--- src/hdl/cv_pkg.sv ---
// Shared widths, keypad codes and loader constants; key codes match the console's active-low keypad matrix
package cv_pkg;

        // ==============================
        // Widths with a meaning
        // ==============================

        // One byte of a download image
        typedef logic [7:0]  byte_t;
        // Download byte address
        typedef logic [24:0] ioctl_addr_t;
        // Image index, low 5 bits give the image kind
        typedef logic [7:0]  ioctl_index_t;
        // Count of 16 KB cartridge pages
        typedef logic [5:0]  cart_pages_t;
        // Host joystick bitmap
        // 0 right, 1 left, 2 down, 3 up, 4 fire 1, 5 fire 2, 6 *, 7 #,
        // 8..17 digits 0..9, 18 purple, 19 blue
        typedef logic [19:0] joy_t;
        // Controller port nibble
        typedef logic [3:0]  key_code_t;

        // ==============================
        // Keypad codes
        // ==============================

        localparam key_code_t KEY_0    = 4'b0011;
        localparam key_code_t KEY_1    = 4'b1110;
        localparam key_code_t KEY_2    = 4'b1101;
        localparam key_code_t KEY_3    = 4'b0110;
        localparam key_code_t KEY_4    = 4'b0001;
        localparam key_code_t KEY_5    = 4'b1001;
        localparam key_code_t KEY_6    = 4'b0111;
        localparam key_code_t KEY_7    = 4'b1100;
        localparam key_code_t KEY_8    = 4'b1000;
        localparam key_code_t KEY_9    = 4'b1011;
        localparam key_code_t KEY_AST  = 4'b1010;
        localparam key_code_t KEY_NUM  = 4'b0101;
        localparam key_code_t KEY_PT   = 4'b0100;
        localparam key_code_t KEY_BT   = 4'b0010;
        localparam key_code_t KEY_NONE = 4'b1111;

        // ==============================
        // Loader
        // ==============================

        // Image kind of an SG-1000 cartridge
        localparam logic [4:0]  SG1000_INDEX = 5'd2;
        // Address bits 24..13 of the 8 KB block at 0x2000
        localparam logic [11:0] EXTRAM_BLOCK = 12'd1;

        typedef enum logic [1:0] {
                LOAD_IDLE,
                LOAD_HEADER,
                LOAD_BODY
        } load_state_t;

endpackage

--- src/hdl/cart_load_if.sv ---
// Download writes after the sequencer; every field is valid in the cycle wr is high
`timescale 1ns/1ps

interface cart_load_if;

        // Write strobe, one cycle per byte
        logic                   wr;
        // First write of the current download
        logic                   first;
        // SG-1000 image, valid with first
        logic                   sg_sel;
        cv_pkg::ioctl_addr_t    addr;
        cv_pkg::byte_t          data;

        modport seq (
                output wr,
                output first,
                output sg_sel,
                output addr,
                output data
        );

        modport info (
                input wr,
                input first,
                input sg_sel,
                input addr,
                input data
        );

endinterface

--- src/hdl/ce_divider.sv ---
// Free-running divide by 4 and 8 of clk_sys; both enables are low for one cycle after reset
`timescale 1ns/1ps

module ce_divider (
        input  logic clk_sys,
        input  logic reset_i,
        output logic ce_10m7_o,
        output logic ce_5m3_o
);

        logic [2:0] div;

        always_ff @(posedge clk_sys) begin
                if (reset_i) begin
                        div <= '0;
                end else begin
                        div <= div + 3'd1;
                end
        end

        // Pixel rate every fourth cycle, CPU rate every eighth
        // The 5.3 MHz pulse always lands on a 10.7 MHz pulse
        always_ff @(posedge clk_sys) begin
                if (reset_i) begin
                        ce_10m7_o <= 1'b0;
                        ce_5m3_o  <= 1'b0;
                end else begin
                        ce_10m7_o <= (div[1:0] == 2'd0);
                        ce_5m3_o  <= (div == 3'd0);
                end
        end

endmodule

--- src/hdl/cart_loader_fsm.sv ---
// Expects download_i high at least one cycle before the first write, which must have address 0
`timescale 1ns/1ps

module cart_loader_fsm (
        input  logic                   clk_sys,
        input  logic                   reset_i,
        input  logic                   download_i,
        input  logic                   ioctl_wr_i,
        input  cv_pkg::ioctl_addr_t    ioctl_addr_i,
        input  cv_pkg::byte_t          ioctl_data_i,
        input  cv_pkg::ioctl_index_t   ioctl_index_i,
        cart_load_if.seq               load,
        output logic                   console_reset_o
);

        cv_pkg::load_state_t state;
        cv_pkg::load_state_t state_next;

        // ==============================
        // Download sequencing
        // ==============================

        always_comb begin
                state_next = state;
                case (state)
                        cv_pkg::LOAD_IDLE: begin
                                if (download_i) state_next = cv_pkg::LOAD_HEADER;
                        end
                        cv_pkg::LOAD_HEADER: begin
                                if (ioctl_wr_i) state_next = cv_pkg::LOAD_BODY;
                        end
                        default: ;
                endcase
                // Dropping the download ends it from any state
                if (!download_i) state_next = cv_pkg::LOAD_IDLE;
        end

        always_ff @(posedge clk_sys) begin
                if (reset_i) begin
                        state <= cv_pkg::LOAD_IDLE;
                end else begin
                        state <= state_next;
                end
        end

        // Console stays in reset for the whole download
        always_ff @(posedge clk_sys) begin
                console_reset_o <= reset_i || (state_next != cv_pkg::LOAD_IDLE);
        end

        // ==============================
        // Write forwarding
        // ==============================

        always_ff @(posedge clk_sys) begin
                if (reset_i) begin
                        load.wr    <= 1'b0;
                        load.first <= 1'b0;
                end else begin
                        load.wr    <= ioctl_wr_i;
                        load.first <= ioctl_wr_i && (state == cv_pkg::LOAD_HEADER);
                end
        end

        // Payload fields follow the strobe
        always_ff @(posedge clk_sys) begin
                load.sg_sel <= (ioctl_index_i[4:0] == cv_pkg::SG1000_INDEX);
                load.addr   <= ioctl_addr_i;
                load.data   <= ioctl_data_i;
        end

endmodule

--- src/hdl/cart_info.sv ---
// Cartridge description for the memory mapper; extra RAM is only detected on SG-1000 images
`timescale 1ns/1ps

module cart_info (
        input  logic                   clk_sys,
        input  logic                   reset_i,
        cart_load_if.info              load,
        output logic                   sg1000_o,
        output logic                   extram_o,
        output cv_pkg::cart_pages_t    cart_pages_o
);

        logic block_hit;
        logic block_start;
        logic all_ff;

        // Write falls in 0x2000..0x3FFF
        assign block_hit   = (load.addr[24:13] == cv_pkg::EXTRAM_BLOCK);
        assign block_start = (load.addr[12:0] == 13'd0);
        assign all_ff      = &load.data;

        always_ff @(posedge clk_sys) begin
                if (reset_i) begin
                        cart_pages_o <= '0;
                end else if (load.wr) begin
                        // Last address written sets the page count
                        cart_pages_o <= load.addr[19:14];
                end
        end

        always_ff @(posedge clk_sys) begin
                if (reset_i) begin
                        sg1000_o <= 1'b0;
                        extram_o <= 1'b0;
                end else if (load.wr) begin
                        if (load.first) begin
                                sg1000_o <= load.sg_sel;
                                extram_o <= 1'b0;
                        end else if (block_hit && sg1000_o) begin
                                // A block left at FF means the cartridge carries its own RAM
                                extram_o <= (block_start || extram_o) && all_ff;
                        end
                end
        end

endmodule

--- src/hdl/cv_controller_encoder.sv ---
// Purely combinational; select lines are active low and an idle port reads as all ones
`timescale 1ns/1ps

module cv_controller_encoder #(
        parameter int NUM_PLAYERS = 2
) (
        input  cv_pkg::joy_t      [NUM_PLAYERS-1:0] joy_i,
        input  logic                                swap_i,
        input  logic              [NUM_PLAYERS-1:0] keypad_sel_n_i,
        input  logic              [NUM_PLAYERS-1:0] joy_sel_n_i,
        output cv_pkg::key_code_t [NUM_PLAYERS-1:0] ctrl_n_o,
        output logic              [NUM_PLAYERS-1:0] fire_n_o
);

        // Digit codes indexed by digit value
        localparam cv_pkg::key_code_t DIGIT_CODE [10] = '{
                cv_pkg::KEY_0, cv_pkg::KEY_1, cv_pkg::KEY_2, cv_pkg::KEY_3,
                cv_pkg::KEY_4, cv_pkg::KEY_5, cv_pkg::KEY_6, cv_pkg::KEY_7,
                cv_pkg::KEY_8, cv_pkg::KEY_9
        };

        // Highest-priority pressed key
        // Walks from lowest to highest priority so the last match wins
        function automatic cv_pkg::key_code_t keypad_code(input cv_pkg::joy_t joy);
                cv_pkg::key_code_t code;
                code = cv_pkg::KEY_NONE;
                if (joy[19]) code = cv_pkg::KEY_BT;
                if (joy[18]) code = cv_pkg::KEY_PT;
                if (joy[7])  code = cv_pkg::KEY_NUM;
                if (joy[6])  code = cv_pkg::KEY_AST;
                for (int d = 9; d >= 0; d--) begin
                        if (joy[8 + d]) code = DIGIT_CODE[d];
                end
                return code;
        endfunction

        cv_pkg::joy_t [NUM_PLAYERS-1:0] joy_src;

        // ==============================
        // Player swap
        // ==============================

        always_comb begin
                for (int p = 0; p < NUM_PLAYERS; p++) begin
                        joy_src[p] = swap_i ? joy_i[NUM_PLAYERS - 1 - p] : joy_i[p];
                end
        end

        // ==============================
        // Per-player encoding
        // ==============================

        for (genvar p = 0; p < NUM_PLAYERS; p++) begin : g_player
                cv_pkg::key_code_t key_nib;
                cv_pkg::key_code_t dir_nib;
                logic              key_fire;
                logic              dir_fire;

                always_comb begin
                        key_nib  = 4'b1111;
                        key_fire = 1'b1;
                        dir_nib  = 4'b1111;
                        dir_fire = 1'b1;

                        // Keypad half, fire 2 on the shared line
                        if (!keypad_sel_n_i[p]) begin
                                key_nib  = keypad_code(joy_src[p]);
                                key_fire = ~joy_src[p][5];
                        end

                        // Joystick half, up down left right from bit 3 to bit 0
                        if (!joy_sel_n_i[p]) begin
                                dir_nib  = ~joy_src[p][3:0];
                                dir_fire = ~joy_src[p][4];
                        end
                end

                // Both halves drive the same open-collector lines
                assign ctrl_n_o[p] = key_nib & dir_nib;
                assign fire_n_o[p] = key_fire & dir_fire;
        end

endmodule

--- src/hdl/cv_io_core.sv ---
// Cartridge outputs settle two cycles after the last download write
`timescale 1ns/1ps

module cv_io_core #(
        parameter int NUM_PLAYERS = 2
) (
        input  logic                                clk_sys,
        input  logic                                reset_i,

        // Host download bus
        input  logic                                download_i,
        input  logic                                ioctl_wr_i,
        input  cv_pkg::ioctl_addr_t                 ioctl_addr_i,
        input  cv_pkg::byte_t                       ioctl_data_i,
        input  cv_pkg::ioctl_index_t                ioctl_index_i,

        // Host joysticks and console controller ports
        input  cv_pkg::joy_t      [NUM_PLAYERS-1:0] joy_i,
        input  logic                                swap_i,
        input  logic              [NUM_PLAYERS-1:0] keypad_sel_n_i,
        input  logic              [NUM_PLAYERS-1:0] joy_sel_n_i,
        output cv_pkg::key_code_t [NUM_PLAYERS-1:0] ctrl_n_o,
        output logic              [NUM_PLAYERS-1:0] fire_n_o,

        // Console side
        output logic                                ce_10m7_o,
        output logic                                ce_5m3_o,
        output logic                                console_reset_o,
        output logic                                sg1000_o,
        output logic                                extram_o,
        output cv_pkg::cart_pages_t                 cart_pages_o
);

        cart_load_if load_bus ();

        ce_divider u_ce_divider (
                .clk_sys   (clk_sys),
                .reset_i   (reset_i),
                .ce_10m7_o (ce_10m7_o),
                .ce_5m3_o  (ce_5m3_o)
        );

        cart_loader_fsm u_cart_loader_fsm (
                .clk_sys         (clk_sys),
                .reset_i         (reset_i),
                .download_i      (download_i),
                .ioctl_wr_i      (ioctl_wr_i),
                .ioctl_addr_i    (ioctl_addr_i),
                .ioctl_data_i    (ioctl_data_i),
                .ioctl_index_i   (ioctl_index_i),
                .load            (load_bus),
                .console_reset_o (console_reset_o)
        );

        cart_info u_cart_info (
                .clk_sys      (clk_sys),
                .reset_i      (reset_i),
                .load         (load_bus),
                .sg1000_o     (sg1000_o),
                .extram_o     (extram_o),
                .cart_pages_o (cart_pages_o)
        );

        cv_controller_encoder #(
                .NUM_PLAYERS (NUM_PLAYERS)
        ) u_cv_controller_encoder (
                .joy_i          (joy_i),
                .swap_i         (swap_i),
                .keypad_sel_n_i (keypad_sel_n_i),
                .joy_sel_n_i    (joy_sel_n_i),
                .ctrl_n_o       (ctrl_n_o),
                .fire_n_o       (fire_n_o)
        );

endmodule

--- config.mk ---
export PLATFORM = sky130hd
export DESIGN_NAME = cv_io_core
export DESIGN_NICKNAME = d
export VERILOG_FILES = /design/src/hdl/cv_pkg.sv /design/src/hdl/cart_load_if.sv /design/src/hdl/ce_divider.sv /design/src/hdl/cart_loader_fsm.sv /design/src/hdl/cart_info.sv /design/src/hdl/cv_controller_encoder.sv /design/src/hdl/cv_io_core.sv
export SDC_FILE = /design/constraint.sdc
export NUM_CORES = 1
export LEC_CHECK = 0
export BUFFER_PORTS_ARGS = -buffer_cell sky130_fd_sc_hd__buf_2
export CAP_MARGIN = 5
export CORE_MARGIN = 4
export CORE_UTILIZATION = 50
export CTS_BUF_LIST = sky130_fd_sc_hd__clkbuf_4
export DETAILED_ROUTE_END_ITERATION = 10
export PLACE_DENSITY = 0.84
export SYNTH_ARGS = -nofsm -noshare
export SYNTH_HDL_FRONTEND = slang
export SYNTH_SLANG_ARGS = --single-unit
--- constraint.sdc ---
create_clock -name clk_sys -period 7.2 [get_ports clk_sys]
set_clock_uncertainty 0.15 [all_clocks]
set_input_delay 1.8 -clock clk_sys [delete_from_list [all_inputs] [get_ports clk_sys]]
set_output_delay 1.8 -clock clk_sys [all_outputs]
set_load 0.05 [all_outputs]
==> results.txt <==
DR DRC count - 0
placed insts - 422
Slew Limit Fails - 0
slew margin rel. - 44.2%
hold buffer count at cts - 0
min-delay worst type - flop to flop
mean routed wirelength per cell - 14.0 um
critical setup path kind - input pin to output pin
Int Pwr - 394 uW
clk_lat worst skew - 0.36 ns
RR Startpoint - u_cart_loader_fsm.load.wr$_SDFF_PP0_
syn nets - 348
CTS Buffer Depth - 2
Async SR Flop Fraction - 0%
Tot Pwr - 570 uW
Max Clk Rate - 164 MHz
R2R Path End - u_cart_info.extram_o$_SDFFE_PP0P_
vias per cell - 5.45
post-synthesis sequential area ratio - 41.8%
critical path startpoint - swap_i
Worst EP required - 5.25 ns
most frequent cells in the layout - 107 x buf_2, 52 x dfxtp_1, 27 x mux2i_1, 19 x nor2_1, 13 x a21oi_1
Die X - 78.6 um
synth unique cells - 50
DRT Pass-1 Iters - 4
Final period util - 84.6%
H-tree levels - 2
vias in the first global route - 2301
TritonCTS clock tree - built
RSZ-0062 raised after global routing - no
DRT antenna net count - 0
first-pass GRT wire length - 9980 um
Clock Tree Root - clkbuf_4
Combinational Power Share - 24.2%
pre-CTS WS - 1.17 ns
min cycle time layout - 6.09 ns
synthesized area - 2490 sq um
crit end category - output pin
R2R cell count - 4
Multi-input gate area - 1350 sq um
# fillers - 419
layout cell share with drive strength beyond 1 - 35.3%
Most used DFF post-synth - dfxtp_1
Warnings, synthesis - 0
nets - 454
worst-margin pin slew - 0.837 ns
WL final - 6020 um
commonest non-fill, non-tap cell in the layout - buf_2
Top Ports - 111
Area Growth Syn to Fin - 24.8%
grt ovf - 0
Clk pwr share - 21.5%
setup slack after layout - 1.11 ns
CP max FO - 46
drt first-iter violations - 96
site row count - 25
routed vias - 2345
number of synthesized flops with an enable pin - 0
gpl congestion - 0.912
CTS Sinks - 52
Post-Syn Area per Cell - 9.73 sq um
die area - 6180 sq um
GRT Resource Usage Total - 20.0%
Post-CTS Setup Inserts - 0
Top Usage Layer GRT - met2
CTS resizes - 0
run status - completed
Switching Power - 176 uW
GR met3 Demand/Resource - 5.73%
Starting Density - 52.1%
Post-DP HPWL - 4930 um
Worst Setup EP - ctrl_n_o[1]
worst path arrival time - 4.14 ns
initial antenna violation count - 0
pin count of the biggest net entering global routing - 47
max-cap violation count - 0
cts bufs inserted - 5
final setup fails - 0
endpoints failing hold - 0
port bufs - 107
Leak - 1.39 nW
Syn Inst Count - 256
Sw Ratio - 30.8%
core region area - 4790 sq um
global routing usage on met1 - 25.1%
synthesis-stage register bit count - 52
setup_tns - 0 ns
final cell count without fillers - 430
Die H - 78.6 um
clk slew on worst S/H paths - 0.13 ns
met2 Track Usage GR - 31.6%
diodes inserted - 0
Reg power frac - 54.3%
r2r setup slk - 5.46 ns
Worst Setup Start Kind - input pin
Worst Hold Slack - 0.307 ns
Register Area - 1040 sq um
pwr/cell area - 183 nW/um^2
worst vdd ir - 172 uV
[critical path, stage by stage]
cell	delay, ns
buf_2	0.63
buf_4	0.41
mux2i_1	0.31
a21oi_1	0.07
a2111oi_0	0.55
nor2_1	0.11
buf_2	0.23
[stage by stage]
step           area, sq um  util (%)
2_1_floorplan         2490         -
3_3_place_gp          3050      63.8
3_5_place_dp          3050      63.8
4_1_cts               3110      64.9
5_1_grt               3110      64.9
6_report              3110      64.9
[power by group through the flow]
stage	Clock, mW	Combinational [mW]	Sequential [mW]
2_1_floorplan	0	0.0793	0.325
3_3_place_gp	0	0.135	0.316
6_report	0.123	0.138	0.310
5_1_grt	0.143	0.150	0.312
4_1_cts	0.126	0.138	0.310
3_5_place_dp	0	0.137	0.316
[metal layers]
metal | vias to the layer above | part of all wire, %
li1 | 1179 | -
met1 | 1045 | 42
met2 | 106 | 46
met3 | 15 | 9.8
met4 | 0 | 2.2
met5 | - | 0
[how the worst min path moves through the flow]
| stage | startpoint | end | depth (start not counted) |
|---|---|---|---|
| finish | u_ce_divider.div[2]$_SDFF_PP0_ | u_ce_divider.ce_5m3_o$_SDFF_PP0_ | 1 |
| global route | u_ce_divider.div[2]$_SDFF_PP0_ | u_ce_divider.ce_5m3_o$_SDFF_PP0_ | 1 |
| CTS | u_ce_divider.div[2]$_SDFF_PP0_ | u_ce_divider.ce_5m3_o$_SDFF_PP0_ | 1 |
| detailed placement | u_ce_divider.div[2]$_SDFF_PP0_ | u_ce_divider.ce_5m3_o$_SDFF_PP0_ | 1 |
| global placement | u_ce_divider.div[0]$_SDFF_PP0_ | u_ce_divider.div[0]$_SDFF_PP0_ | 1 |
| floorplan | u_ce_divider.div[2]$_SDFF_PP0_ | u_ce_divider.ce_5m3_o$_SDFF_PP0_ | 1 |
[kinds of logic (layout without fill, tap and decap cells)]
group	Yosys count	in the layout	synth area share (%)
AND/OR/NAND/NOR	80	80	18.6
buffers and inverters	18	125	3.97
AO/OA/AOI/OAI	69	69	20.2
multiplexers	34	34	14.0
XOR/XNOR	1	1	0.352
adder cells (fa/ha/maj)	2	2	1.00
flip-flops	52	52	41.8
[cell usage after synthesis, types with 2 or more instances]
cell type	n	area, sq um
nand2_1	9	33.8
a21bo_1	2	20.0
inv_1	9	33.8
ha_1	2	25.0
o22a_1	3	26.3
nor4_1	5	31.3
or3b_1	7	61.3
or3_1	7	43.8
buf_2	4	20.0
mux2_2	6	67.6
o21ai_0	6	30.0
a22oi_1	2	15.0
nor3_1	8	40.0
nand2b_1	2	12.5
o21ai_1	5	25.0
a2bb2o_1	2	20.0
nor2_1	19	71.3
nand4_1	4	25.0
o211ai_1	2	15.0
a211oi_1	11	82.6
nor2b_1	6	37.5
a221oi_1	2	17.5
mux2i_1	27	270
dfxtp_1	52	1040
o22ai_1	5	31.3
nor3b_2	2	25.0
nor3b_1	5	37.5
o21a_1	2	15.0
buf_6	3	33.8
a211oi_2	3	37.5
a21oi_1	13	65.1
o21bai_1	3	22.5
[flip-flops by register name, indices dropped and copies added (netlist names)]
register / cells
u_cart_loader_fsm.load.sg_sel: 1
u_cart_loader_fsm.load.data: 8
u_cart_info.sg1000_o: 1
u_cart_info.extram_o: 1
u_cart_loader_fsm.console_reset_o: 1
u_ce_divider.div: 3
u_cart_loader_fsm.load.wr: 1
u_cart_loader_fsm.load.first: 1
u_ce_divider.ce_5m3_o: 1
u_cart_info.cart_pages_o: 6
u_ce_divider.ce_10m7_o: 1
u_cart_loader_fsm.load.addr: 25
u_cart_loader_fsm.state: 2
[layout make-up]
cell class | count | area share (%)
clock inverters | 3 | 0.564
multi-input cells | 186 | 43.5
well taps | 67 | 2.70
repair buffers | 108 | 17.5
clock buffers | 5 | 1.21
flip-flops and latches | 52 | 33.5
inverters | 9 | 1.09
Note: power is estimated with default switching activity, not from simulation.
